File: src/accelCfgPkg.sv
package accelCfgPkg;

    // Vector width of the datapath, one bank lane per element
    localparam int laneCount = 4;
    localparam int laneIdxW  = 2;

    // Largest data or filter matrix, in elements
    localparam int maxElems  = 256;

    // Element count or index, wide enough to hold maxElems itself
    typedef logic [8:0] cntT;

    // Signed matrix element
    typedef logic signed [15:0] elemT;

    // Accumulator and result, wraps on overflow
    typedef logic signed [31:0] accT;

    // Word address inside one lane bank
    typedef logic [5:0] bankAddrT;

    // One bit per lane
    typedef logic [laneCount-1:0] laneMaskT;

    // Lane rotation amount
    typedef logic [laneIdxW-1:0] laneIdxT;

    typedef enum logic {IDLE, CALC} seqStateT;

endpackage

File: src/resultFifo.sv
`timescale 1ns/1ps

module resultFifo #(
    parameter int fifoDepth = 32,
    parameter int fifoSkid  = 16
) (
    input  logic             clkIn,
    input  logic             rstIn,
    input  logic             resWr,
    input  accelCfgPkg::accT resData,
    input  logic             readyIn,
    output logic             validOut,
    output accelCfgPkg::accT dataOut,
    output logic             fifoOpen
);
    import accelCfgPkg::*;

    localparam int ptrW = $clog2(fifoDepth);
    localparam int cntW = ptrW + 1;

    accT             mem [fifoDepth];
    logic [ptrW-1:0] wrPtr;
    logic [ptrW-1:0] rdPtr;
    logic [cntW-1:0] count;
    logic            rdFire;

    assign validOut = count != '0;
    assign dataOut  = mem[rdPtr];
    assign rdFire   = validOut && readyIn;

    // Skid room absorbs the requests still in the pipeline
    assign fifoOpen = count < cntW'(fifoDepth - fifoSkid);

    always_ff @(posedge clkIn) begin
        if (resWr) begin
            mem[wrPtr] <= resData;
        end
    end

    always_ff @(posedge clkIn) begin
        if (rstIn) begin
            wrPtr <= '0;
            rdPtr <= '0;
            count <= '0;
        end else begin
            wrPtr <= wrPtr + ptrW'(resWr);
            rdPtr <= rdPtr + ptrW'(rdFire);
            count <= count + cntW'(resWr) - cntW'(rdFire);
        end
    end

    // Upstream throttling must keep a result from arriving at a full buffer
    assert property (@(posedge clkIn) disable iff (rstIn)
        resWr |-> count < cntW'(fifoDepth));

endmodule

File: config.mk
export PLATFORM = sky130hd
export DESIGN_NAME = resultFifo
export DESIGN_NICKNAME = d
export VERILOG_FILES = /design/src/accelCfgPkg.sv /design/src/resultFifo.sv
export SDC_FILE = /design/constraint.sdc
export NUM_CORES = 1
export LEC_CHECK = 0
export ABC_AREA = 0
export BUFFER_PORTS_ARGS = -buffer_cell sky130_fd_sc_hd__buf_2
export CORE_ASPECT_RATIO = 1.1
export CORE_MARGIN = 2
export CORE_UTILIZATION = 40
export CTS_BUF_LIST = sky130_fd_sc_hd__clkbuf_8
export DETAILED_ROUTE_END_ITERATION = 7
export HOLD_SLACK_MARGIN = 0.1
export PLACE_DENSITY_LB_ADDON = 0.25
export SKIP_LAST_GASP = 1
export SLEW_MARGIN = 0
export SYNTH_ARGS = -nofsm -noshare
export SYNTH_HDL_FRONTEND = slang
export SYNTH_SLANG_ARGS = --single-unit
File: constraint.sdc
create_clock -name clkIn -period 6.7 [get_ports clkIn]
set_clock_uncertainty 0.05 [all_clocks]
set_input_delay 2.01 -clock clkIn [delete_from_list [all_inputs] [get_ports clkIn]]
set_output_delay 2.01 -clock clkIn [all_outputs]
set_load 0.03 [all_outputs]
# Yosys cells after proc, flatten, opt, wreduce, memory -nomap -nowiden
# Memory sizes are Yosys's and may differ from the RTL's. A register that Yosys moved wholly into a read port is not among the register bits.
# Index checks and enable logic that the tools add are counted.
# classes
n_reduce_logical	2
n_mux	3
order_cmp	1
addsub	4
# op_table
operator	count
5-bit by 1-bit adder with 5-bit output	2
6-bit by 1-bit adder with 6-bit output	1
6-bit by 5-bit less-than comparator with 1-bit output (second input constant)	1
6-bit nonzero test	1
6-bit by 1-bit subtractor with 6-bit output	1
5-bit 2-to-1 mux	1
1-bit 2-to-1 mux	2
1-bit logical AND	1
# word_totals
out_inout_bits	34
reg_bits	16
ram_bits	1024
n_memories	1
# memory_table
memory	words	width	read_ports	rd_ports_with_merged_regs	wr	line	source
mem	32	32	1	1	1	resultFifo.sv:21	accT mem [fifoDepth];

# Logic depth before layout (Yosys ltp)
# depth
ltp_word	4
depth_mapped	12
ltp_nobuf	12

# Least setup slack after synthesis
# Ideal clock, no wire load.
# synth_timing
kind	input to register
start	input port resWr
end	memory mem[28][0] (netlist name), enable pin
arrival_time_ns	3.998
stages	3
setup_ns	0.421
slack_ns	2.231
path_cell_list	or3b_2 clkbuf_1 nor2_1
# synth_via
elab_chain_cells	2
# synth_lines
item	line	source
start, declared	resultFifo.sv:9	input logic resWr,
1-bit 2-to-1 mux	resultFifo.sv:35	if (resWr) begin
1-bit 2-to-1 mux (implied by the code)	resultFifo.sv:36	mem[wrPtr] <= resData;
end, declared	resultFifo.sv:21	
# Every way passes these cells.

==> run metrics <==
total gr overflow=0; CTS Root Cell=clkbuf_8; mean post-synth cell area=22.0 sq um; DP Wirelength=54900 microns; Clk network pwr share=0.337; max-cap viol count=0; relative slew slack=0.229; final setup fails=0; crit-path max FO=19; number of post-CTS setup repair buffers=0; die height=334 microns; min cycle time layout=5970 ps; pre-CTS WS=1590 ps; largest area contributor in the synthesized netlist=edfxtp_1; Area contributors post-synth=edfxtp_1 78%, mux4_2 11%, mux2i_1 3.2%; mux cell area share after synthesis=0.142; Chip Width=304 microns; Final Hold Viols=0; Mapped Cells=1803; GP Congestion=0.728; Inserted Clock Buffers=162; fmax=0.168 GHz; area of the core=98600 sq um; sw frac=0.260; GRT Total Usage=0.199; vias per cell=5.67; Gate power share=0.161; switching power=3760 uW; Syn Nets=1853; Worst-Margin Slew=1150 ps; startpoint types=register; CP endpoint kind=output pin; setup ws final=732 ps; row count=121; hold crit path type=reg2reg; Antenna Nets Post-Route=0; Die ar.=102000 sq um; Design Power=14500 uW; largest family of logic cells by synthesized area=multiplexers; Routed wire per std cell=29.4 microns; Post-Synth Adder-Cell Area=0.00461; global-route wire length before repair=144000 microns; RSZ-0062 raised after global routing=false; port bufs=69; Post-Synth Simple-Gate Area=0.00947; share of post-route cells with drive strength above 1=0.272; Nets=2057; vias in the first global route=20085; post-synth top area share=0.776; Post-CTS Hold Buffers=0; I/O pin count=70; CTS tree=yes; worst-skew pair later-pin latency=810 ps; Worst EP arrival=3910 ps; Yosys cell types=38; clock slew at reported path FFs=60 ps; # DRC=0; sequential share of power=0.502; Clock Tree Buf Depth=3; total length of routed wires=101000 microns; Pleak=0.0140 uW; post-layout util=0.456; htree depth=4; largest net degree at the start of global routing=112; Vias=19419; Starting Density=0.402; Slew Limit Fails=0; initial antenna violation count=12; synthesis-stage register bit count=1040; yosys warns=0; Int Power=10700 uW; post-synthesis compound-gate area fraction=0.0420; CTS resizes=0; status=complete, no violations; crit path kind=reg2out; worst endpoint required time=4640 ps; Pwr Density=322 nW/um^2; Seq/Total Area, Yosys=0.784; xor and xnor area share after synthesis=0.00199; DRT Pass-1 Iters=5; area grow syn2layout=13.4%; Tcrit/Tclk final=0.891; DRT iter0 DRCs=2058; clock sinks=1040; Fin Setup TNS=0 ps; synthesized cell area=39600 sq um; VDD IR max=0.000179 V; WHS=586 ps
-- power groups by stage --
| stage | combinational (uW) | clock, uW | sequential, uW |
|---|---|---|---|
| 2_1_floorplan | 1830 | 0 | 7360 |
| 3_3_place_gp | 2340 | 0 | 7410 |
| 3_5_place_dp | 2370 | 0 | 7410 |
| 4_1_cts | 2380 | 4980 | 7280 |
| 5_1_grt | 2510 | 5260 | 7280 |
| 6_report | 2330 | 4880 | 7280 |
-- synth_stat cells --
cell type	instances
a22oi_1	32
mux2i_1	126
mux4_2	194
and2_1	1
fa_1	1
xor2_1	4
nor2b_1	8
a31oi_1	1
ha_1	13
o22ai_1	31
dfxtp_1	16
edfxtp_1	1024
nand2_1	2
buf_1	9
a211oi_1	62
nand3_1	8
a41o_1	1
nand3b_1	6
a21o_1	1
nand4_1	1
or3b_2	3
nor2_1	43
o221ai_1	32
buf_2	15
buf_4	15
clkbuf_1	48
or3_1	1
inv_1	9
xnor2_1	5
a22o_1	31
or4_1	1
o21ai_0	1
buf_6	17
a21oi_1	35
o21bai_1	1
nor4_1	2
clkbuf_2	2
nor2_2	1
-- worst paths after layout --
path	slack (ps)	cells past startpoint	endpoint	start
min	590	3	wrPtr[3]	wrPtr[1]
max	730	6	dataOut[26]	rdPtr[3]
max reg2reg	3760	3	mem[31][3]	wrPtr[1]
min reg2reg	590	3	wrPtr[3]	wrPtr[1]
-- critical path, cell delays in order, from the launching register on --
cell	delay, ps
dfxtp_1	640
nand3b_1	770
buf_4	540
o221ai_1	250
a211oi_1	120
a21oi_1	470
buf_2	300
-- per-layer routing --
metal / vias up / wire, microns / global-route usage
li1: 8115 / - / -
met1: 10442 / 42200 / 0.272
met2: 688 / 49700 / 0.327
met3: 158 / 6790 / 0.0413
met4: 16 / 1750 / 0.0499
met5: - / 102 / 0
-- cells by family (layout without fill, tap and decap cells) --
kind of cell,Yosys count,in the layout
and+or+nand+nor,77,77
xor gates and xnor gates,9,9
AOI/OAI and AO/OA,228,228
muxes,320,320
buffers and inverters,115,443
adders and majority gates,14,14
DFF,1040,1040
other,0,1
-- area by class of cell --
cell class	count	area, sq um
Inverter	9	33.8
Sequential cell	1040	31100
Tap cell	1291	1620
Clock buffer	163	2240
Clock inverter	125	686
Timing Repair Buffer	146	1090
Fill cell	8176	53600
Multi-Input combinational cell	648	8200
Antenna cell	1	2.50
-- state kept, by name, summed over array words and instances (netlist names) --
| signal | cells |
|---|---|
| rdPtr | 5 |
| wrPtr | 5 |
| mem | 1024 |
| count | 6 |
-- per-stage QoR --
step / cell area (sq um) / std cells
after global placement: 42000 / 3134
after CTS: 44900 / 3422
after floorplan: 39600 / 1803
after global routing: 45000 / 3423
final: 45000 / 3423
after detailed placement: 42000 / 3134
-- cells in the final DEF (no fill, tap or decap), drive strengths merged --
cell type and count:
mux2i 126, dfxtp 16, fa 1, xor2 4, or4 1, clkinv 58
and2 1, nand3 8, a211oi 62, nand3b 6, a31oi 1, clkinvlp 2
diode 1, o21ai 1, o22ai 31, nor4 2, o221ai 32, edfxtp 1024
nor2b 8, ha 13, a21o 1, xnor2 5, buf 146, a22o 31
mux4 194, or3b 3, or3 1, nor2 44, inv 70, bufinv 4
nand4 1, clkbuf 163, o21bai 1, a22oi 32, nand2 2, a21oi 35
a41o 1
(Power assumes the default switching activity.)
