<file path="src/accelCfgPkg.sv">
package accelCfgPkg;

    // Vector width of the datapath, one bank lane per element
    localparam int laneCount = 4;
    localparam int laneIdxW  = 2;

    // Largest data or filter matrix, in elements
    localparam int maxElems  = 256;

    // Element count or index, wide enough to hold maxElems itself
    typedef logic [8:0] cntT;

    // Signed matrix element
    typedef logic signed [15:0] elemT;

    // Accumulator and result, wraps on overflow
    typedef logic signed [31:0] accT;

    // Word address inside one lane bank
    typedef logic [5:0] bankAddrT;

    // One bit per lane
    typedef logic [laneCount-1:0] laneMaskT;

    // Lane rotation amount
    typedef logic [laneIdxW-1:0] laneIdxT;

    typedef enum logic {IDLE, CALC} seqStateT;

endpackage

</file>
<file path="src/busMapPkg.sv">
package busMapPkg;

    // Byte address, write beat and byte enables of the write port
    typedef logic [31:0] busAddrT;
    typedef logic [63:0] busDataT;
    typedef logic [7:0]  busStrbT;

    // Byte enables covering one element
    typedef logic [1:0] laneStrbT;

    // Lowest word-address bit of a byte address
    localparam int beatLsb = 3;

    // Set selects the filter bank, clear the data bank
    localparam int bankSelBit = 9;

endpackage

</file>
<file path="src/accelIfs.sv">
`timescale 1ns/1ps

// One-cycle write strobe from the bus mapper to every lane
interface bankWriteIf;
    import accelCfgPkg::*;
    import busMapPkg::*;

    bankAddrT wrAddr;
    logic     wrBankSel;
    laneStrbT wrStrb [laneCount];
    elemT     wrData [laneCount];

    modport write (output wrAddr, wrBankSel, wrStrb, wrData);
    modport lane  (input  wrAddr, wrBankSel, wrStrb, wrData);
endinterface


</file>
<file path="src/busWriteMap.sv">
`timescale 1ns/1ps

module busWriteMap (
    input  logic              clkIn,
    input  logic              rstIn,
    input  busMapPkg::busAddrT addrIn,
    input  busMapPkg::busStrbT wrEnIn,
    input  busMapPkg::busDataT wrDataIn,
    bankWriteIf.write         wrBus
);
    import accelCfgPkg::*;
    import busMapPkg::*;

    localparam int elemW = $bits(elemT);
    localparam int strbW = $bits(laneStrbT);

    // Address and data slices, payload only
    always_ff @(posedge clkIn) begin
        wrBus.wrAddr    <= addrIn[beatLsb +: $bits(bankAddrT)];
        wrBus.wrBankSel <= addrIn[bankSelBit];
        for (int i = 0; i < laneCount; i++) begin
            wrBus.wrData[i] <= wrDataIn[i*elemW +: elemW];
        end
    end

    // A beat spans all lanes, so lane i takes byte enables 2i and 2i+1
    always_ff @(posedge clkIn) begin
        if (rstIn) begin
            for (int i = 0; i < laneCount; i++) begin
                wrBus.wrStrb[i] <= '0;
            end
        end else begin
            for (int i = 0; i < laneCount; i++) begin
                wrBus.wrStrb[i] <= wrEnIn[i*strbW +: strbW];
            end
        end
    end

endmodule

</file>
<file path="src/flat_wrapper.sv">
// flat-port wrapper written by rule: the top's interface ports become plain ports
module busWriteMap_flat import accelCfgPkg::*; import busMapPkg::*;
  (clkIn, rstIn, addrIn, wrEnIn, wrDataIn, wrBus_wrAddr, wrBus_wrBankSel, wrBus_wrStrb, wrBus_wrData);
  bankWriteIf wrBus_i ();
  input  logic clkIn;
  input  logic rstIn;
  input  busMapPkg::busAddrT addrIn;
  input  busMapPkg::busStrbT wrEnIn;
  input  busMapPkg::busDataT wrDataIn;
  output wire logic [$bits(wrBus_i.wrAddr)-1:0] wrBus_wrAddr;
  output wire logic [$bits(wrBus_i.wrBankSel)-1:0] wrBus_wrBankSel;
  output wire logic [$bits(wrBus_i.wrStrb)-1:0] wrBus_wrStrb;
  output wire logic [$bits(wrBus_i.wrData)-1:0] wrBus_wrData;
  assign wrBus_wrAddr = wrBus_i.wrAddr;
  assign wrBus_wrBankSel = wrBus_i.wrBankSel;
  assign wrBus_wrStrb = {>>{wrBus_i.wrStrb}};
  assign wrBus_wrData = {>>{wrBus_i.wrData}};
  busWriteMap u_core (.clkIn(clkIn), .rstIn(rstIn), .addrIn(addrIn), .wrEnIn(wrEnIn), .wrDataIn(wrDataIn), .wrBus(wrBus_i));
endmodule
</file>
<file path="config.mk">
export PLATFORM = sky130hd
export DESIGN_NAME = busWriteMap_flat
export DESIGN_NICKNAME = d
export VERILOG_FILES = /design/src/accelCfgPkg.sv /design/src/busMapPkg.sv /design/src/accelIfs.sv /design/src/busWriteMap.sv /design/src/flat_wrapper.sv
export SDC_FILE = /design/constraint.sdc
export NUM_CORES = 1
export LEC_CHECK = 0
export ABC_CLOCK_PERIOD_IN_PS = 800
export CORE_AREA = 2 2 71 73
export DETAILED_ROUTE_END_ITERATION = 10
export DIE_AREA = 0 0 73 75
export DONT_BUFFER_PORTS = 1
export SLEW_MARGIN = 30
export SYNTH_ARGS = -nofsm -noshare
export SYNTH_HDL_FRONTEND = slang
export SYNTH_SLANG_ARGS = --single-unit
</file>
<file path="constraint.sdc">
create_clock -name clkIn -period 0.8 [get_ports clkIn]
set_input_delay 0.08 -clock clkIn [delete_from_list [all_inputs] [get_ports clkIn]]
set_output_delay 0.08 -clock clkIn [all_outputs]
set_load 0.02 [all_outputs]
</file>
# Word level (Yosys, flattened, before mapping)
# Index checks and enable logic that the tools add are counted.
[totals]
out_inout_bits = 79
ff_bits = 79

# Depth between registers and ports, before layout
[depth]
word_depth = 0
mapped_depth = 1

# Worst setup path before layout
# No wires, ideal clock.
[synth_path]
kind = "reg2out"
from = "register u_core.wrBus.wrAddr[0]"
to = "output port wrBus_wrAddr[0]"
arrival_time_ps = 395
slack_ps = 325
stages_incl_launch_ff = 1
cell_sequence = "dfxtp_1"
[synth_rtl]
columns = ["item", "line", "text"]
rows = [
  ["start: declaration", "accelIfs.sv:13", "modport write (output wrAddr, wrBankSel, wrStrb, wrData);"],
  ["start signal: assignment", "busWriteMap.sv:19", "wrBus.wrAddr <= addrIn[beatLsb +: $bits(bankAddrT)];"],
  ["end: declaration", "flat_wrapper.sv:10", "output wire logic [$bits(wrBus_i.wrAddr)-1:0] wrBus_wrAddr;"],
]
# No word-level cell between the ends.

# Worst setup path in the final report
[layout_path]
from = "register u_core.wrBus.wrData[6]"
to = "output port wrBus_wrData[6]"
[layout_rtl]
columns = ["item", "line", "text"]
rows = [
  ["start: declaration", "accelIfs.sv:13", ""],
  ["start signal: indexed assignment", "busWriteMap.sv:22", "wrBus.wrData[i] <= wrDataIn[i*elemW +: elemW];"],
  ["end: declaration", "flat_wrapper.sv:13", "output wire logic [$bits(wrBus_i.wrData)-1:0] wrBus_wrData;"],
]
# No word-level cell between the ends.

==> summary.md <==
| Metric | Value |
|---|---|
| Status | finished with violations |
| Failing checks | negative setup slack |
| Final setup fails | 36 |
| Final Hold Vio Count | 0 |
| Slew HR | 83.6% |
| Main synth FF type | dfxtp_1 |
| Core area | 0.00466 sq mm |
| Share of layout cells above drive strength 1 | about 52% |
| Final Max Tran Viols | 0 |
| Peak Freq | 1230 MHz |
| Setup TNS | -0.127 ns |
| Yosys warns | 0 |
| Combinational power share | 4.2% |
| Vias | 996 |
| PwrDens | about 2700 mW/mm^2 |
| Critical Path RT | 0.72 ns |
| Max FO, Critical Path | 1 |
| Post-synthesis instance total | 87 |
| Syn Area/Cell | 18.8 sq um |
| Yosys top cell by area | dfxtp_1 |
| DR pass1 iterations | 2 |
| Sw frac | between 20 and 25% |
| Vias in the first global route | 1,040 |
| CTS buffer count | 9 |
| Top post-synthesis cells by count | 79 x dfxtp_1, 8 x nor2b_1 |
| Die height | 75 microns |
| Syn Nets | between 150 and 200 |
| Met1 Wirelength | between 1000 and 1500 microns |
| Initial detailed-routing violation count | 31 |
| Area grow syn2layout | 86.2% |
| EDFF count, synth | 0 |
| WP data arrival | 0.73 ns |
| Core Util, Final | about 65% |
| RSZ-0062 raised after global routing | yes |
| Critical path class | register to output pin |
| Ports | 185 |
| Internal Pwr Total | approximately 6300 uW |
| Met3 routed WL | roughly 490 microns |
| Max-Cap Viols | 0 |
| Clock Sinks | between 70 and 80 |
| GR Util All Layers | 16.9% |
| CP Capture Type | output pin |
| Largest net degree at the start of global routing | 14 |
| Die ar. | between 0.005 and 0.006 sq mm |
| Crit path launch type | register |
| Actual slew at the worst max-slew pin | 0.246 ns |
| Via-to-Cell Ratio | around 4.2 |
| Net Sw Power | about 1800 uW |
| Register area share after synthesis | a little over nine tenths |
| Most frequent cell after synthesis | dfxtp_1 |
| Leakage | 0.00117 uW |
| Final worst slack | -0.0117 ns |
| Sequential fraction of design power | a little over half |
| Placement Cell Area | 0.00170 sq mm |
| # DRC | 0 |
| Place WS | 0.276 ns |
| CTS tree | built |
| CTS Buffer Depth | 2 |
| Count of standard-cell rows | 25 |
| Design Area, Final | 0.00304 sq mm |
| Starting density of the core | 35.0% |
| DRT Wirelength | 4680 microns |
| First-pass GRT wire length | 6130 microns |
| Area contributors post-synth | dfxtp_1 97%, nor2b_1 3.1% |
| Initial antenna violation count | 0 |
| Post-Syn Area | 0.00163 sq mm |
| Routed Antenna Nets | 0 |
| DR top layer | met4 |
| H-tree levels | 3 |
| Wire per inst | 19.8 microns |
| Clk pin slew, worst setup/hold paths | 0.08 ns |
| Placer Congestion | ~0.65 |
| Worst Setup SP | u_core.wrBus.wrData[6]$_DFF_P_ |
| FF+latch count, synth | 79 |
| Die Wd | 73 microns |
| Hold WS | 0.282 ns |
| Port Buffers | 0 |
| Period minus WS final | 0.812 ns |
| Grt total ovfl | 0 |
| Share of the synthesized area in the top cell type | a little over nine tenths |
| Tcrit/Tclk final | 101% |
| Async set-reset flop share out of synthesis | 0% |
| HP Start | addrIn[3] |
| Max VDD drop | 1.50 mV |
| Final net count | around 280 |
| Root buf cell | clkbuf_8 |
| Met2 routed WL | between 2000 and 3000 microns |
| Yosys cell types | 2 |
| Hold crit path type | input port to register |
| Clock power share | 41.5% |
| # diodes | 0 |
[cell usage in the layout (no fill, tap or decap), drive strengths merged]
master / instances
clkinv: 1
clkbuf: 12
dlygate4sd3: 80
dfxtp: 79
nor2b: 8
clkinvlp: 1
bufinv: 2
[final timing paths]
| check | end | depth (start not counted) |
|---|---|---|
| setup / recovery | wrBus_wrData[6] | 0 |
| hold / removal | u_core.wrBus.wrAddr[0]$_DFF_P_ | 1 |
[logic make-up (layout without fill, tap and decap cells)]
family	count (synthesis)	count (layout)	synth area share (%)
DFF	79	79	96.9
buffers and inverters	0	96	0
and+or+nand+nor	8	8	3.07
[stage by stage]
step | cells | total power, uW
floorplan | 87 | 4580
global placement | 141 | 4610
detailed placement | 141 | 4620
CTS | 237 | 8160
global route | 237 | 8480
finish | 237 | 8120
[power by group through the flow]
stage / clock (uW) / combinational, uW / sequential [uW]
global placement: 0 / 15.4 / 4600
global route: 3680 / 363 / 4430
finish: 3370 / 341 / 4410
detailed placement: 0 / 17.6 / 4600
CTS: 3420 / 330 / 4400
floorplan: 0 / 13.2 / 4560
[layer usage]
metal	up-vias	GRT usage [%]
met3	11	8.97
li1	448	-
met1	447	13.9
met4	0	10.7
met2	90	31.3
met5	-	0
[area by class of cell]
type | count | area (sq um)
clock buffer | 12 | 165
tap | 54 | 67.6
fill | 300 | 1620
sequential | 79 | 1880
multi-input combinational | 8 | 50.0
timing repair buffer | 80 | 801
clock inverter | 4 | 76.3
[sequential cells by signal, summed over array words and instances (netlist names)]
signal                  flops
u_core.wrBus.wrAddr         6
u_core.wrBus.wrBankSel      1
u_core.wrBus.wrData        64
u_core.wrBus.wrStrb         8
[timing repair]
item                                    CTS  global route
resized for setup                       158             0
endpoints found under the hold margin    79             0
endpoints found under the setup margin   79            79
buffers inserted                          0             0
pin swaps                                 0             0
hold buffers                             80             0
(Power assumes the default switching activity.)
