==> config.mk <==
export PLATFORM = sky130hd
export DESIGN_NAME = bankLane_flat
export DESIGN_NICKNAME = d
export VERILOG_FILES = /design/src/accelCfgPkg.sv /design/src/busMapPkg.sv /design/src/accelIfs.sv /design/src/bankLane.sv /design/src/flat_wrapper.sv
export SDC_FILE = /design/constraint.sdc
export NUM_CORES = 2
export LEC_CHECK = 0
export BUFFER_PORTS_ARGS = -buffer_cell sky130_fd_sc_hd__buf_4
export CORE_MARGIN = 10
export CORE_UTILIZATION = 25
export DETAILED_ROUTE_END_ITERATION = 8
export SYNTH_ARGS = -nofsm -noshare
export SYNTH_HDL_FRONTEND = slang
export SYNTH_SLANG_ARGS = --single-unit
==> constraint.sdc <==
create_clock -name clkIn -period 3.1 [get_ports clkIn]
set_input_delay 0.155 -clock clkIn [delete_from_list [all_inputs] [get_ports clkIn]]
set_output_delay 0.155 -clock clkIn [all_outputs]
set_load 0.01 [all_outputs]
==> src/accelCfgPkg.sv <==
package accelCfgPkg;

    // Vector width of the datapath, one bank lane per element
    localparam int laneCount = 4;
    localparam int laneIdxW  = 2;

    // Largest data or filter matrix, in elements
    localparam int maxElems  = 256;

    // Element count or index, wide enough to hold maxElems itself
    typedef logic [8:0] cntT;

    // Signed matrix element
    typedef logic signed [15:0] elemT;

    // Accumulator and result, wraps on overflow
    typedef logic signed [31:0] accT;

    // Word address inside one lane bank
    typedef logic [5:0] bankAddrT;

    // One bit per lane
    typedef logic [laneCount-1:0] laneMaskT;

    // Lane rotation amount
    typedef logic [laneIdxW-1:0] laneIdxT;

    typedef enum logic {IDLE, CALC} seqStateT;

endpackage

==> src/busMapPkg.sv <==
package busMapPkg;

    // Byte address, write beat and byte enables of the write port
    typedef logic [31:0] busAddrT;
    typedef logic [63:0] busDataT;
    typedef logic [7:0]  busStrbT;

    // Byte enables covering one element
    typedef logic [1:0] laneStrbT;

    // Lowest word-address bit of a byte address
    localparam int beatLsb = 3;

    // Set selects the filter bank, clear the data bank
    localparam int bankSelBit = 9;

endpackage

==> src/accelIfs.sv <==
`timescale 1ns/1ps

// One-cycle write strobe from the bus mapper to every lane
interface bankWriteIf;
    import accelCfgPkg::*;
    import busMapPkg::*;

    bankAddrT wrAddr;
    logic     wrBankSel;
    laneStrbT wrStrb [laneCount];
    elemT     wrData [laneCount];

    modport write (output wrAddr, wrBankSel, wrStrb, wrData);
    modport lane  (input  wrAddr, wrBankSel, wrStrb, wrData);
endinterface

// Rotated read requests from the address generator
interface laneReadIf;
    import accelCfgPkg::*;

    bankAddrT dataAddr [laneCount];
    bankAddrT filtAddr [laneCount];
    laneMaskT dataEn;
    laneMaskT filtEn;
    laneIdxT  dataShift;
    laneIdxT  filtShift;
    logic     last;

    modport source (output dataAddr, filtAddr, dataEn, filtEn, dataShift, filtShift, last);
    modport lane   (input  dataAddr, filtAddr, dataEn, filtEn);
    modport sink   (input  dataEn, filtEn, dataShift, filtShift, last);
endinterface

==> src/bankLane.sv <==
`timescale 1ns/1ps

module bankLane #(
    parameter int bankDepth = 64,
    parameter int laneIdx   = 0
) (
    input  logic              clkIn,
    bankWriteIf.lane          wr,
    laneReadIf.lane           rd,
    output accelCfgPkg::elemT dataRd,
    output accelCfgPkg::elemT filtRd,
    output logic              rdValid
);
    import accelCfgPkg::*;
    import busMapPkg::*;

    // Bank 0 holds data, bank 1 holds the filter
    elemT mem [2][bankDepth];

    // Byte-granular writes
    always_ff @(posedge clkIn) begin
        for (int b = 0; b < $bits(laneStrbT); b++) begin
            if (wr.wrStrb[laneIdx][b]) begin
                mem[wr.wrBankSel][wr.wrAddr][8*b +: 8] <= wr.wrData[laneIdx][8*b +: 8];
            end
        end
    end

    // Registered reads, one cycle after the address
    always_ff @(posedge clkIn) begin
        if (rd.dataEn[laneIdx]) begin
            dataRd <= mem[0][rd.dataAddr[laneIdx]];
        end
        if (rd.filtEn[laneIdx]) begin
            filtRd <= mem[1][rd.filtAddr[laneIdx]];
        end
        rdValid <= rd.dataEn[laneIdx];
    end

endmodule

==> src/flat_wrapper.sv <==
// flat-port wrapper written by rule: the top's interface ports become plain ports
module bankLane_flat import accelCfgPkg::*; import busMapPkg::*;
#(
    parameter int bankDepth = 64,
    parameter int laneIdx   = 0
)
  (clkIn, dataRd, filtRd, rdValid, wr_wrAddr, wr_wrBankSel, wr_wrStrb, wr_wrData, rd_dataAddr, rd_filtAddr, rd_dataEn, rd_filtEn);
  bankWriteIf wr_i ();
  laneReadIf rd_i ();
  input  logic clkIn;
  output accelCfgPkg::elemT dataRd;
  output accelCfgPkg::elemT filtRd;
  output logic rdValid;
  input wire logic [$bits(wr_i.wrAddr)-1:0] wr_wrAddr;
  input wire logic [$bits(wr_i.wrBankSel)-1:0] wr_wrBankSel;
  input wire logic [$bits(wr_i.wrStrb)-1:0] wr_wrStrb;
  input wire logic [$bits(wr_i.wrData)-1:0] wr_wrData;
  input wire logic [$bits(rd_i.dataAddr)-1:0] rd_dataAddr;
  input wire logic [$bits(rd_i.filtAddr)-1:0] rd_filtAddr;
  input wire logic [$bits(rd_i.dataEn)-1:0] rd_dataEn;
  input wire logic [$bits(rd_i.filtEn)-1:0] rd_filtEn;
  assign wr_i.wrAddr = wr_wrAddr;
  assign wr_i.wrBankSel = wr_wrBankSel;
  assign wr_i.wrStrb = {>>{wr_wrStrb}};
  assign wr_i.wrData = {>>{wr_wrData}};
  assign rd_i.dataAddr = {>>{rd_dataAddr}};
  assign rd_i.filtAddr = {>>{rd_filtAddr}};
  assign rd_i.dataEn = rd_dataEn;
  assign rd_i.filtEn = rd_filtEn;
  bankLane #(.bankDepth(bankDepth), .laneIdx(laneIdx)) u_core (.clkIn(clkIn), .wr(wr_i), .rd(rd_i), .dataRd(dataRd), .filtRd(filtRd), .rdValid(rdValid));
endmodule
# Word level (Yosys, flattened, before mapping)
# Memories as Yosys holds them, arrays and structs flattened.
# Cells that the tools add are included.
# word_totals
ff_bits,33
mem_bits_rw,2048
input_bits,136
out_inout_bits,33
memories,1
# mem_list
memory,depth,word_bits,rd,rd_clocked_by_memory_dff,write_ports,line_no,rtl
u_core.mem,2,1024,2,0,1,bankLane.sv:18,elemT mem [2][bankDepth];
# classes
order_cmp,4
mux,1038
bitwise_logic,1027
reduce_logical,1
# ops
operator,n
two-way mux 1024 bit,2
two-way mux 1 bit,1026
OR 1 bit,1024
binary-select mux 16 bit (select 6 bit),2
demux 16 bit (select 6 bit),2
two-way mux 16 bit,5
greater-or-equal comparator 7 bit (second input constant),3
NOT 6 -> 7 bit,3
two-way mux 8 bit,1
< comparator 7 x 1 -> 1 bit (second input constant),1
logical AND 1 bit,1

# Longest topological paths before layout
# logic_depth
ltp_word,7
ltp_mapped,10
ltp_nobuf,5

# Worst setup path after synthesis
# OpenSTA, ideal clock, no wires.
# synth_timing
path_type,input -> register
from,in rd_dataAddr[18]
to,"reg u_core.dataRd[10], data pin"
t_arrival_ns,1.740
required_ns,2.845
setup_slack_ns,1.105
stages,8
path_cell_list,buf_6 buf_6 buf_6 buf_2 mux4_2 mux2i_1 nand2_1 a31o_1
# synth_between
elab_chain_len,4
# synth_rtl
element,line_no,rtl
start: declaration,flat_wrapper.sv:18,input wire logic [$bits(rd_i.dataAddr)-1:0] rd_dataAddr;
NOT 6 -> 7 bit (not written as such),bankLane.sv:32,dataRd <= mem[0][rd.dataAddr[laneIdx]];
binary-select mux 16 bit (select 6 bit),bankLane.sv:32,
two-way mux 16 bit (not written as such) (2 in a row),bankLane.sv:32,
end signal: assignment,bankLane.sv:32,
end: declaration,bankLane.sv:10,"output accelCfgPkg::elemT dataRd,"
# Every way passes these cells. The select of a mux whose other input is x is not followed.
# A chain may end at the register's enable or synchronous reset.

# Worst setup path in the final report
# layout_timing
from,in rd_dataAddr[22]
to,"reg u_core.dataRd[14], data pin"
# The elaborated chain is that of the path after synthesis.

==> run metrics <==
outcome=finished clean; Syn Area/Cell=about 22 sq um; Reg clk slew, reported paths=roughly 0.070 ns; setup TNS=0 ns; CTS Buf Count=189; Max-slew headroom=roughly 17%; Netlist cell types=50; Die W=~590 um; Post-synth top flop=edfxtp_1; DP HPWL=127000 um; worst min-delay path class=primary input to flip-flop; Synth top cells by count=2080 x edfxtp_1, 485 x mux4_2, 277 x nor2_1, 92 x clkbuf_1, 80 x o22ai_1; Synth area leaders=edfxtp_1 78%, mux4_2 14%, nor2_1 1.3%; clock root cell=clkbuf_16; pre-CTS setup slack=0.273 ns; clk_lat worst skew=roughly 0.85 ns; Final setup viols=0; pin count of the biggest net entering global routing=129; CTS tree=done; Final Cell Area=~95000 sq um; final setup margin=0.685 ns; Sequential Area=approximately 62000 sq um; die area=about 340000 sq um; Yosys warning total=0; total track usage=between 10% and 20%; Congestion Overflow GR=0; sequential fraction of the synthesis area=between 70 and 80%; clock tree buffer depth=4; starting density of the core=about a quarter; Area Growth Syn to Fin=18.0%; Final min period=about 2.4 ns; crit path max fanout=12; vias in the first global route=~40000; RSZ-0062 raised after global routing=false; FF+latch count, synth=about 2100; H-tree levels=4; Post-synth ARST share=0%; Starting DRT DRC Count=roughly 4500; Peak VDD IR=slightly above 400 uV; EDFF count, synth=between 2000 and 2500; drt pass-1 iters=5; PD cells=between 600 and 700 nW/um^2; Crit. End Element=flip-flop; vias per cell=roughly 4.6; first-pass GRT wire length=between 200000 and 300000 um; Data required, critical path=~3.7 ns; share of cells above drive strength 1=roughly 30%; clk_skew=a little under 0.05 ns; number of buffers added on ports=72; fmax=around 410 MHz; Synth Instances=3671; WL per Instance=roughly 24 um; site row count=roughly 210; Die Span Y=586 um; DR vias=39472; final number of hold-violating endpoints=0; Antenna Violating Nets Remaining=0; initial antenna violation count=14; fin crit share=slightly below 80%; clk sink count=approximately 2100; area of the multi-input gates=16500 sq um; DP Area=between 80000 and 90000 sq um; Mapped Area=roughly 80000 sq um; # nets final=4316; max-slew violations=0; post-CTS sizing=0; type of element launching the critical path=primary input; I/O pins=around 170; Core ar.=319000 sq um; critical setup path kind=primary input to flip-flop; Fillers=a little over 30000; Synth Net Count=3807; P_leak=0.0293 uW; Synth area leader=edfxtp_1; final wirelength=between 200000 and 250000 um; most common cell in the netlist=edfxtp_1; GP Congestion=0.798; Residual DRC=0; worst-margin pin slew=1.24 ns; max_cap viols=0; area share of the largest cell type after synthesis=just under 80%; crit path DAT=2.96 ns
## final cells by class
class / instances / area share, %
sequential: 2081 / 66.1
multi-input combinational: 1374 / 17.4
tap: 4180 / 5.53
clock buffer: 239 / 5.29
timing repair buffer: 529 / 4.72
clock inverter: 95 / 0.946
inverter: 5 / 0.0198
antenna: 3 / 0.00794
## layer usage
metal	GRT usage, %	wire length (um)	up-vias
met4	2.24	3580	4
met5	0	27	-
met2	17.7	92800	1590
li1	-	-	16453
met1	16.1	87200	21170
met3	2.50	16700	255
## worst paths after layout
path / from / slack, ns / endpoint / cells past startpoint
setup / recovery: rd_dataAddr[22] / 0.69 / u_core.dataRd[14] / 8
setup reg to reg: u_core.mem[1][400] / 0.71 / u_core.filtRd[0] / 5
hold reg to reg: u_core.mem[0][918] / 0.91 / u_core.dataRd[6] / 4
hold / removal: wr_wrData[60] / 0.03 / u_core.mem[0][780] / 1
## cells in the final DEF, fill, tap and decap left out, types with 17 or more instances in the layout
master         instances
mux2_2                30
a22oi_1               56
nor2_1               277
buf_12                32
buf_4                471
nand2b_1              17
nor2b_1               33
clkbuf_16            193
or3_1                 17
nand2_1               71
o22ai_1               80
clkinv_1              41
mux2i_1               71
a211oi_1              31
a22o_1                17
edfxtp_1            2080
clkinv_2              27
mux4_2               485
dlygate4sd3_1         20
a21oi_1               30
bufinv_16             17
clkbuf_1              46
nor4_1                17
## per-stage QoR
| step | power, uW | hold slack [ns] | utilization (%) | instances |
|---|---|---|---|---|
| after detailed placement | 34800 | 0.422 | 27.8 | 8149 |
| after global routing | 58800 | 0.0380 | 29.7 | 8504 |
| after CTS | 57500 | 0.0150 | 29.7 | 8503 |
| after global placement | 34700 | 0.416 | 27.8 | 8149 |
| after floorplan | 33300 | 0.183 | - | 3671 |
| final | 57100 | 0.0324 | 29.7 | 8506 |
## what timing repair did
| item | in CTS | in global routing |
|---|---|---|
| hold buffers | 20 | 0 |
| buffers inserted | 0 | 0 |
| endpoints found under the hold margin | 673 | 0 |
## state kept, by name, summed over array words and instances (netlist names)
name            cells
u_core.dataRd      16
u_core.mem       2048
u_core.filtRd      16
u_core.rdValid      1
## worst max-delay path: stages
cell and delay (ns):
dlygate4sd3_1 0.53, buf_4 0.18, nor2_1 0.24, buf_4 0.28, nand2_1 0.57, o22ai_1 0.53
nor3_1 0.12, a22o_1 0.33
## logic make-up after synthesis
logic type / count (synthesis) / share of synthesized area (%)
buffers and inverters: 216 / 1.52
AND/OR/NAND/NOR: 485 / 2.72
flip-flops: 2081 / 77.9
multiplexers: 596 / 15.3
AO/OA/AOI/OAI: 293 / 2.58
## power by group
part / internal (uW) / switching [uW] / leakage (uW)
combinational: 1140 / 1870 / 0.00769
clock: 12800 / 10100 / 0.00287
sequential: 31100 / 67.2 / 0.0187
total: 45100 / 12000 / 0.0293
Note: power is estimated with default switching activity, not from simulation.
