===== src/accelCfgPkg.sv =====
package accelCfgPkg;

    // Vector width of the datapath, one bank lane per element
    localparam int laneCount = 4;
    localparam int laneIdxW  = 2;

    // Largest data or filter matrix, in elements
    localparam int maxElems  = 256;

    // Element count or index, wide enough to hold maxElems itself
    typedef logic [8:0] cntT;

    // Signed matrix element
    typedef logic signed [15:0] elemT;

    // Accumulator and result, wraps on overflow
    typedef logic signed [31:0] accT;

    // Word address inside one lane bank
    typedef logic [5:0] bankAddrT;

    // One bit per lane
    typedef logic [laneCount-1:0] laneMaskT;

    // Lane rotation amount
    typedef logic [laneIdxW-1:0] laneIdxT;

    typedef enum logic {IDLE, CALC} seqStateT;

endpackage


===== src/accelIfs.sv =====


// Rotated read requests from the address generator
interface laneReadIf;
    import accelCfgPkg::*;

    bankAddrT dataAddr [laneCount];
    bankAddrT filtAddr [laneCount];
    laneMaskT dataEn;
    laneMaskT filtEn;
    laneIdxT  dataShift;
    laneIdxT  filtShift;
    logic     last;

    modport source (output dataAddr, filtAddr, dataEn, filtEn, dataShift, filtShift, last);
    modport lane   (input  dataAddr, filtAddr, dataEn, filtEn);
    modport sink   (input  dataEn, filtEn, dataShift, filtShift, last);
endinterface


===== src/dotAccumulate.sv =====
`timescale 1ns/1ps

module dotAccumulate (
    input  logic                  clkIn,
    input  logic                  rstIn,
    laneReadIf.sink               rd,
    input  accelCfgPkg::elemT     dataRd [accelCfgPkg::laneCount],
    input  accelCfgPkg::elemT     filtRd [accelCfgPkg::laneCount],
    input  accelCfgPkg::laneMaskT rdValid,
    output logic                  resWr,
    output accelCfgPkg::accT      resData
);
    import accelCfgPkg::*;

    // Request fields lined up with the lane read data
    laneIdxT  dataShiftD;
    laneIdxT  filtShiftD;
    laneMaskT filtEnD;
    logic     lastD;

    // Element order restored
    elemT     dataU [laneCount];
    elemT     filtU [laneCount];
    laneMaskT validU;
    logic     lastU;
    logic     beatU;

    accT      beatSum;
    accT      acc;

    always_ff @(posedge clkIn) begin
        dataShiftD <= rd.dataShift;
        filtShiftD <= rd.filtShift;
        filtEnD    <= rd.filtEn;
        lastD      <= rd.last;
    end

    always_ff @(posedge clkIn) begin
        for (int j = 0; j < laneCount; j++) begin
            dataU[j]  <= dataRd[laneIdxT'(j + int'(dataShiftD))];
            filtU[j]  <= filtRd[laneIdxT'(j + int'(filtShiftD))];
            validU[j] <= rdValid[laneIdxT'(j + int'(dataShiftD))] &&
                         filtEnD[laneIdxT'(j + int'(filtShiftD))];
        end
        lastU <= lastD;
    end

    always_comb begin
        beatSum = '0;
        for (int j = 0; j < laneCount; j++) begin
            if (validU[j]) begin
                beatSum = beatSum + accT'(dataU[j]) * accT'(filtU[j]);
            end
        end
    end

    // Emit on the last beat of a position, then start over
    always_ff @(posedge clkIn) begin
        if (rstIn) begin
            beatU <= 1'b0;
            resWr <= 1'b0;
            acc   <= '0;
        end else begin
            beatU <= |rdValid;
            resWr <= beatU && lastU;
            if (beatU) begin
                if (lastU) begin
                    resData <= acc + beatSum;
                    acc     <= '0;
                end else begin
                    acc <= acc + beatSum;
                end
            end
        end
    end

endmodule


===== src/flat_wrapper.sv =====
// flat-port wrapper written by rule: the top's interface ports become plain ports
module dotAccumulate_flat import accelCfgPkg::*;
  (clkIn, rstIn, dataRd, filtRd, rdValid, resWr, resData, rd_dataEn, rd_filtEn, rd_dataShift, rd_filtShift, rd_last);
  laneReadIf rd_i ();
  input  logic clkIn;
  input  logic rstIn;
  input  accelCfgPkg::elemT dataRd[accelCfgPkg::laneCount];
  input  accelCfgPkg::elemT filtRd[accelCfgPkg::laneCount];
  input  accelCfgPkg::laneMaskT rdValid;
  output logic resWr;
  output accelCfgPkg::accT resData;
  input wire logic [$bits(rd_i.dataEn)-1:0] rd_dataEn;
  input wire logic [$bits(rd_i.filtEn)-1:0] rd_filtEn;
  input wire logic [$bits(rd_i.dataShift)-1:0] rd_dataShift;
  input wire logic [$bits(rd_i.filtShift)-1:0] rd_filtShift;
  input wire logic [$bits(rd_i.last)-1:0] rd_last;
  assign rd_i.dataEn = rd_dataEn;
  assign rd_i.filtEn = rd_filtEn;
  assign rd_i.dataShift = rd_dataShift;
  assign rd_i.filtShift = rd_filtShift;
  assign rd_i.last = rd_last;
  dotAccumulate u_core (.clkIn(clkIn), .rstIn(rstIn), .rd(rd_i), .dataRd(dataRd), .filtRd(filtRd), .rdValid(rdValid), .resWr(resWr), .resData(resData));
endmodule

===== config.mk =====
export PLATFORM = sky130hd
export DESIGN_NAME = dotAccumulate_flat
export DESIGN_NICKNAME = d
export VERILOG_FILES = /design/src/accelCfgPkg.sv /design/src/accelIfs.sv /design/src/dotAccumulate.sv /design/src/flat_wrapper.sv
export SDC_FILE = /design/constraint.sdc
export NUM_CORES = 2
export LEC_CHECK = 0
export BUFFER_PORTS_ARGS = -buffer_cell sky130_fd_sc_hd__buf_2
export CAP_MARGIN = 30
export CORE_MARGIN = 2
export CORE_UTILIZATION = 55
export CTS_CLUSTER_DIAMETER = 80
export DETAILED_ROUTE_END_ITERATION = 16
export PLACE_DENSITY_LB_ADDON = 0.25
export SYNTH_ARGS = -nofsm -noshare
export SYNTH_HDL_FRONTEND = slang
export SYNTH_SLANG_ARGS = --single-unit

===== constraint.sdc =====
create_clock -name clkIn -period 21.7 [get_ports clkIn]
set_clock_uncertainty 0.1 [all_clocks]
set_input_delay 1.085 -clock clkIn [delete_from_list [all_inputs] [get_ports clkIn]]
set_output_delay 1.085 -clock clkIn [all_outputs]
set_load 0.05 [all_outputs]

==> Word level (Yosys, flattened, before mapping) <==
Memories as Yosys holds them, arrays and structs flattened.
Index checks and enable logic that the tools add are counted.
{ "op_classes": {"magnitude_cmp": 16, "addsub": 10, "bitwise": 9, "n_mul": 4, "mux": 45, "reduce_logical": 7} }
{ "ops": {"columns": ["cell", "count"], "rows": [
  ["$bmux 16 s2", 8],
  ["$mux 16", 16],
  ["$mux 32", 5],
  ["$add 32x32->32", 4],
  ["$mul 16x16->32", 4],
  ["$ge 3x3->1 const B", 8],
  ["$lt 2x3->1 const B", 8],
  ["$not 2->3", 8],
  ["$bmux 1 s2", 8],
  ["$add 2x2->2 const A", 4],
  ["$mux 1", 8],
  ["$logic_and 1x1->1", 5],
  ["$add 1x2->2 const A", 2],
  ["$reduce_or 4->1", 1],
  ["$reduce_and 3->1", 1],
  ["$not 1->1", 1]
]} }
{ "word_totals": {"ram_bits": 128, "ff_bits": 80, "out_inout_bits": 33, "n_memories": 2, "in_bits": 147} }
{ "memory_table": {"columns": ["memory", "depth", "word_bits", "rd", "rd_ports_with_merged_regs", "wr", "line_no", "rtl"], "rows": [
  ["u_core.dataU", 4, 16, 4, 0, 4, "dotAccumulate.sv:22", "elemT dataU [laneCount];"],
  ["u_core.filtU", 4, 16, 4, 0, 4, "dotAccumulate.sv:23", "elemT filtU [laneCount];"]
]} }

==> Longest topological paths before layout <==
{ "depth": {"depth_word": 10, "mapped_depth": 85, "depth_no_buf": 83} }

==> Worst setup path before layout <==
No wires, ideal clock.
{ "synth_path": {"path_kind": "reg-to-reg", "start": "memory u_core.filtU[0][1] (netlist name)", "end": "register u_core.acc[31]", "t_arrival_ns": 19.355, "stages_incl_launch_ff": 76, "path_slack_ns": 2.128, "n_path_buf": 1, "t_required_ns": 21.483, "setup_ns": 0.117, "path_cell_list": "dfxtp_1 > clkbuf_1 > nand2_1 > fa_1 > fa_1 > fa_1 > fa_1 > inv_1 > fa_1 > inv_1 > fa_1 > inv_1 > ha_1 > o2111ai_1 > a21o_1 > a21oi_1 > o21ai_0 > and3_1 > [40 not listed] > a21oi_1 > a21oi_1 > a21o_1 > a21oi_1 > xnor2_1 > mux2_2 > ha_1 > inv_1 > o21ai_0 > a21o_1 > nor2_1 > nand3_1 > a31oi_1 > xnor2_1 > xnor2_2 > xnor3_1 > xnor2_2 > a22o_1"} }
{ "synth_rtl": {"columns": ["element", "line_no", "rtl"], "rows": [
  ["from (decl)", "dotAccumulate.sv:23", null],
  ["to (signal assigned)", "dotAccumulate.sv:71", "acc <= acc + beatSum;"],
  ["to (decl)", "dotAccumulate.sv:29", "accT acc;"]
]} }

==> reports/metrics.cfg <==
[synthesis]
synth_fp_nets = 7058
synth_enable_flop_cells = 32
ys_seq_area_share_pct = 8.51
synth_ff_type = dfxtp_1
ys_top_cells_by_area = fa_1 (43%), ha_1 (9.7%), inv_1 (8.6%), dfxtp_1 (6.7%), mux4_2 (5.8%)
yosysTopAreaCellShare_pct = 43.3
yosys.area.top_type = fa_1
async_reset_ff_share_pct = 0
synth_cell_type_count = 89
avgSynthCellArea_um2 = 9.83
synth_warnings = 0
syn_area_um2 = 52700
netlist_instances = 5364
ys_ff_latch = 208

[placed_design]
dpl.hpwl_mm = 120
port_buffers = 175
gp_congestion = 0.941
placed_area_um2 = 54900

[min_path]
hp-class = reg -> reg
holdPathStages = 0
holdPathEnd = u_core.lastU
hp-start = u_core.lastD

[clock_network]
cts_made_buffers = 31
clockBufferDepth = 3
clk_latency_ns = 0.66
clk_pin_slew_worst_paths_ns = 0.06
hold_buffers = 0
ctsHtreeMaxLevel = 1
cts_tree = done
cts_root_buf = clkbuf_16
cts_num_sinks = 208

[finish]
final_cell_mix = inv_1 (1,207), fa_1 (1,139), nand2_1 (635)
layout-drive-gt1-share_pct = 10.2
nets = 7132
syn2layout_area_growth_pct = 6.50
layout_commonest_cell = inv_1
stdcell_area_um2 = 56100
n_fill_cell = 8166
final_core_util_pct = 59.1

[timing]
fmaxAchievable_mhz = 48.0
hold_violations = 0
slew_headroom_pct = 31.2
worst_pin_slew_ns = 1.02
timing.hold.ws_ns = 0.228
finalSetupViolCount = 0
layout_worst_path_cycle_share_pct = 96.0
slew_viol_final = 0
period_minus_slack_ns = 20.84

[global_routing]
grt_pass1_vias = 40900
grt.total_usage_pct = 30.2
grt_overflow_total = 0
grt_pass1_wl_mm = 229
grt_max_degree = 57
antenna_found_initial = 19

[drt]
drt-met1-wl_mm = 57.7
post_drt_wl_per_cell_um = 21.0
vias_per_cell = 5.62
drc_errors = 0
drt_iter0_markers = 2635
highest_layer = met5
wl_mm = 141
vias = 37800
wl_met3_mm = 12.3
first_pass_iters = 6
ant_nets = 0
wl_met2_mm = 65.3

[floorplan]
die_w_um = 314
fp.dieH_um = 314
core_um2 = 95000
dieArea_um2 = 98300
rows = 113
start_util_pct = 55.5
ios = 180

[worst_setup_path]
arrival_ns = 21.26
startpoint_type = register
path_buf_inv = 12
cpPeakStageDelay_ns = 0.81
cp-end-kind = register
critPathKind = reg -> reg
r2r_slack_ns = 0.86
worst_r2r_endpoint = u_core.acc[31]
critPathRequiredTime_ns = 22.12
crit_top_cell = fa_1
path_max_fanout = 16
reg2reg_from = u_core.filtU[0][11]
r2r.worst_path.cells = 72
crit_family = adder cells
crit_path_top_delay_cell = dfxtp_1

[status]
status = finished, final reports clean

[flow_run]
maxCapViolCount = 0

## stage by stage
| stage | TNS (ns) | std cells | worst slack [ns] |
|---|---|---|---|
| after detailed placement | 0 | 6668 | 0.360 |
| final | 0 | 6733 | 0.859 |
| after global placement | 0 | 6665 | 0.553 |
| after CTS | 0 | 6726 | 0.280 |
| after global routing | -0.0222 | 6733 | -0.0222 |
| after floorplan | 0 | 5364 | 2.13 |
## worst max-delay path by stage
stage | from | to | slack [ns] | depth (start not counted)
3_3_place_gp | u_core.filtU[0][1] | u_core.acc[31] | 0.55 | 73
4_1_cts | u_core.filtU[0][1] | u_core.acc[31] | 0.28 | 73
6_report | u_core.filtU[0][11] | u_core.acc[31] | 0.86 | 72
2_1_floorplan | u_core.filtU[0][1] | u_core.acc[31] | 2.13 | 75
3_5_place_dp | u_core.filtU[0][1] | u_core.acc[31] | 0.36 | 73
5_1_grt | u_core.dataU[0][11] | u_core.acc[31] | -0.02 | 76
## synthesized netlist by cell type, drive strengths merged, types with 4 or more instances
master and count:
xnor2 132, nor3 13, fa 1139, o211ai 6
a21o 49, nor2b 37, mux2i 9, nor3b 7
nand3b 4, nand2 635, nand3 29, buf 9
xor2 41, or3 7, nand2b 75, a21boi 8
mux4 136, edfxtp 32, nand4 10, a31o 6
inv 1208, clkbuf 185, o21a 23, ha 408
and3 12, o31ai 12, a2111oi 4, nor2 116
a22o 8, mux2 49, or2 7, a31oi 7
o21bai 19, o41ai 6, nor4 9, o21ai 86
o2111ai 7, dfxtp 176, and2 414, a21oi 168
a211oi 13
## layer usage
metal / up-vias / track usage [%]
met4: 16 / 10.0
met3: 222 / 5.90
li1: 16600 / -
met1: 19600 / 41.5
met5: - / 0
met2: 1465 / 48.4
## worst register-to-register path: cells and delay by family (launching register included)
kind / cells / cell delay (ns)
and+or+nand+nor: 8 / 1.09
buffers and inverters: 12 / 0.90
adders and majority gates: 26 / 11.79
xor gates and xnor gates: 7 / 1.43
AOI/OAI and AO/OA: 19 / 4.59
DFF: 1 / 0.81
## timing repair
| action | CTS | global route |
|---|---|---|
| resized for setup | 0 | 47 |
| endpoints found under the setup margin | 0 | 13 |
| hold endpoints to repair | 0 | 0 |
| buffers inserted | 0 | 1 |
## registers in the layout, summed over array words and instances, names as in the netlist
register,flops
u_core.resData,32
u_core.filtEnD,4
u_core.validU,4
u_core.beatU,1
u_core.lastU,1
u_core.dataU,64
u_core.acc,32
u_core.filtU,64
u_core.lastD,1
u_core.filtShiftD,2
u_core.dataShiftD,2
u_core.resWr,1
## kinds of logic (layout without fill, tap and decap cells)
| logic type | after synthesis | after routing | share of synthesized area [%] |
|---|---|---|---|
| mux | 194 | 194 | 7.04 |
| fa+ha+maj | 1547 | 1547 | 53.0 |
| buf+inv | 1402 | 1501 | 9.99 |
| other cells | 0 | 5 | 0 |
| simple gates | 1384 | 1384 | 12.9 |
| flops | 208 | 208 | 8.51 |
| xor+xnor | 174 | 174 | 2.95 |
| compound gates | 455 | 455 | 5.71 |
## layout make-up
cell class / instances / area (um^2) / share of cell area, %
diodes: 5 / 12.5 / 0.0223
clock buffers: 38 / 822 / 1.46
flip-flops and latches: 208 / 4530 / 8.07
multi-input cells: 3754 / 43100 / 76.7
well taps: 1265 / 1580 / 2.82
inverters: 1208 / 4530 / 8.08
repair buffers: 235 / 1370 / 2.44
clock inverters: 20 / 221 / 0.395
Power is not shown: default switching activity piles up to over one toggle a cycle in this logic, so the estimate is an artifact.
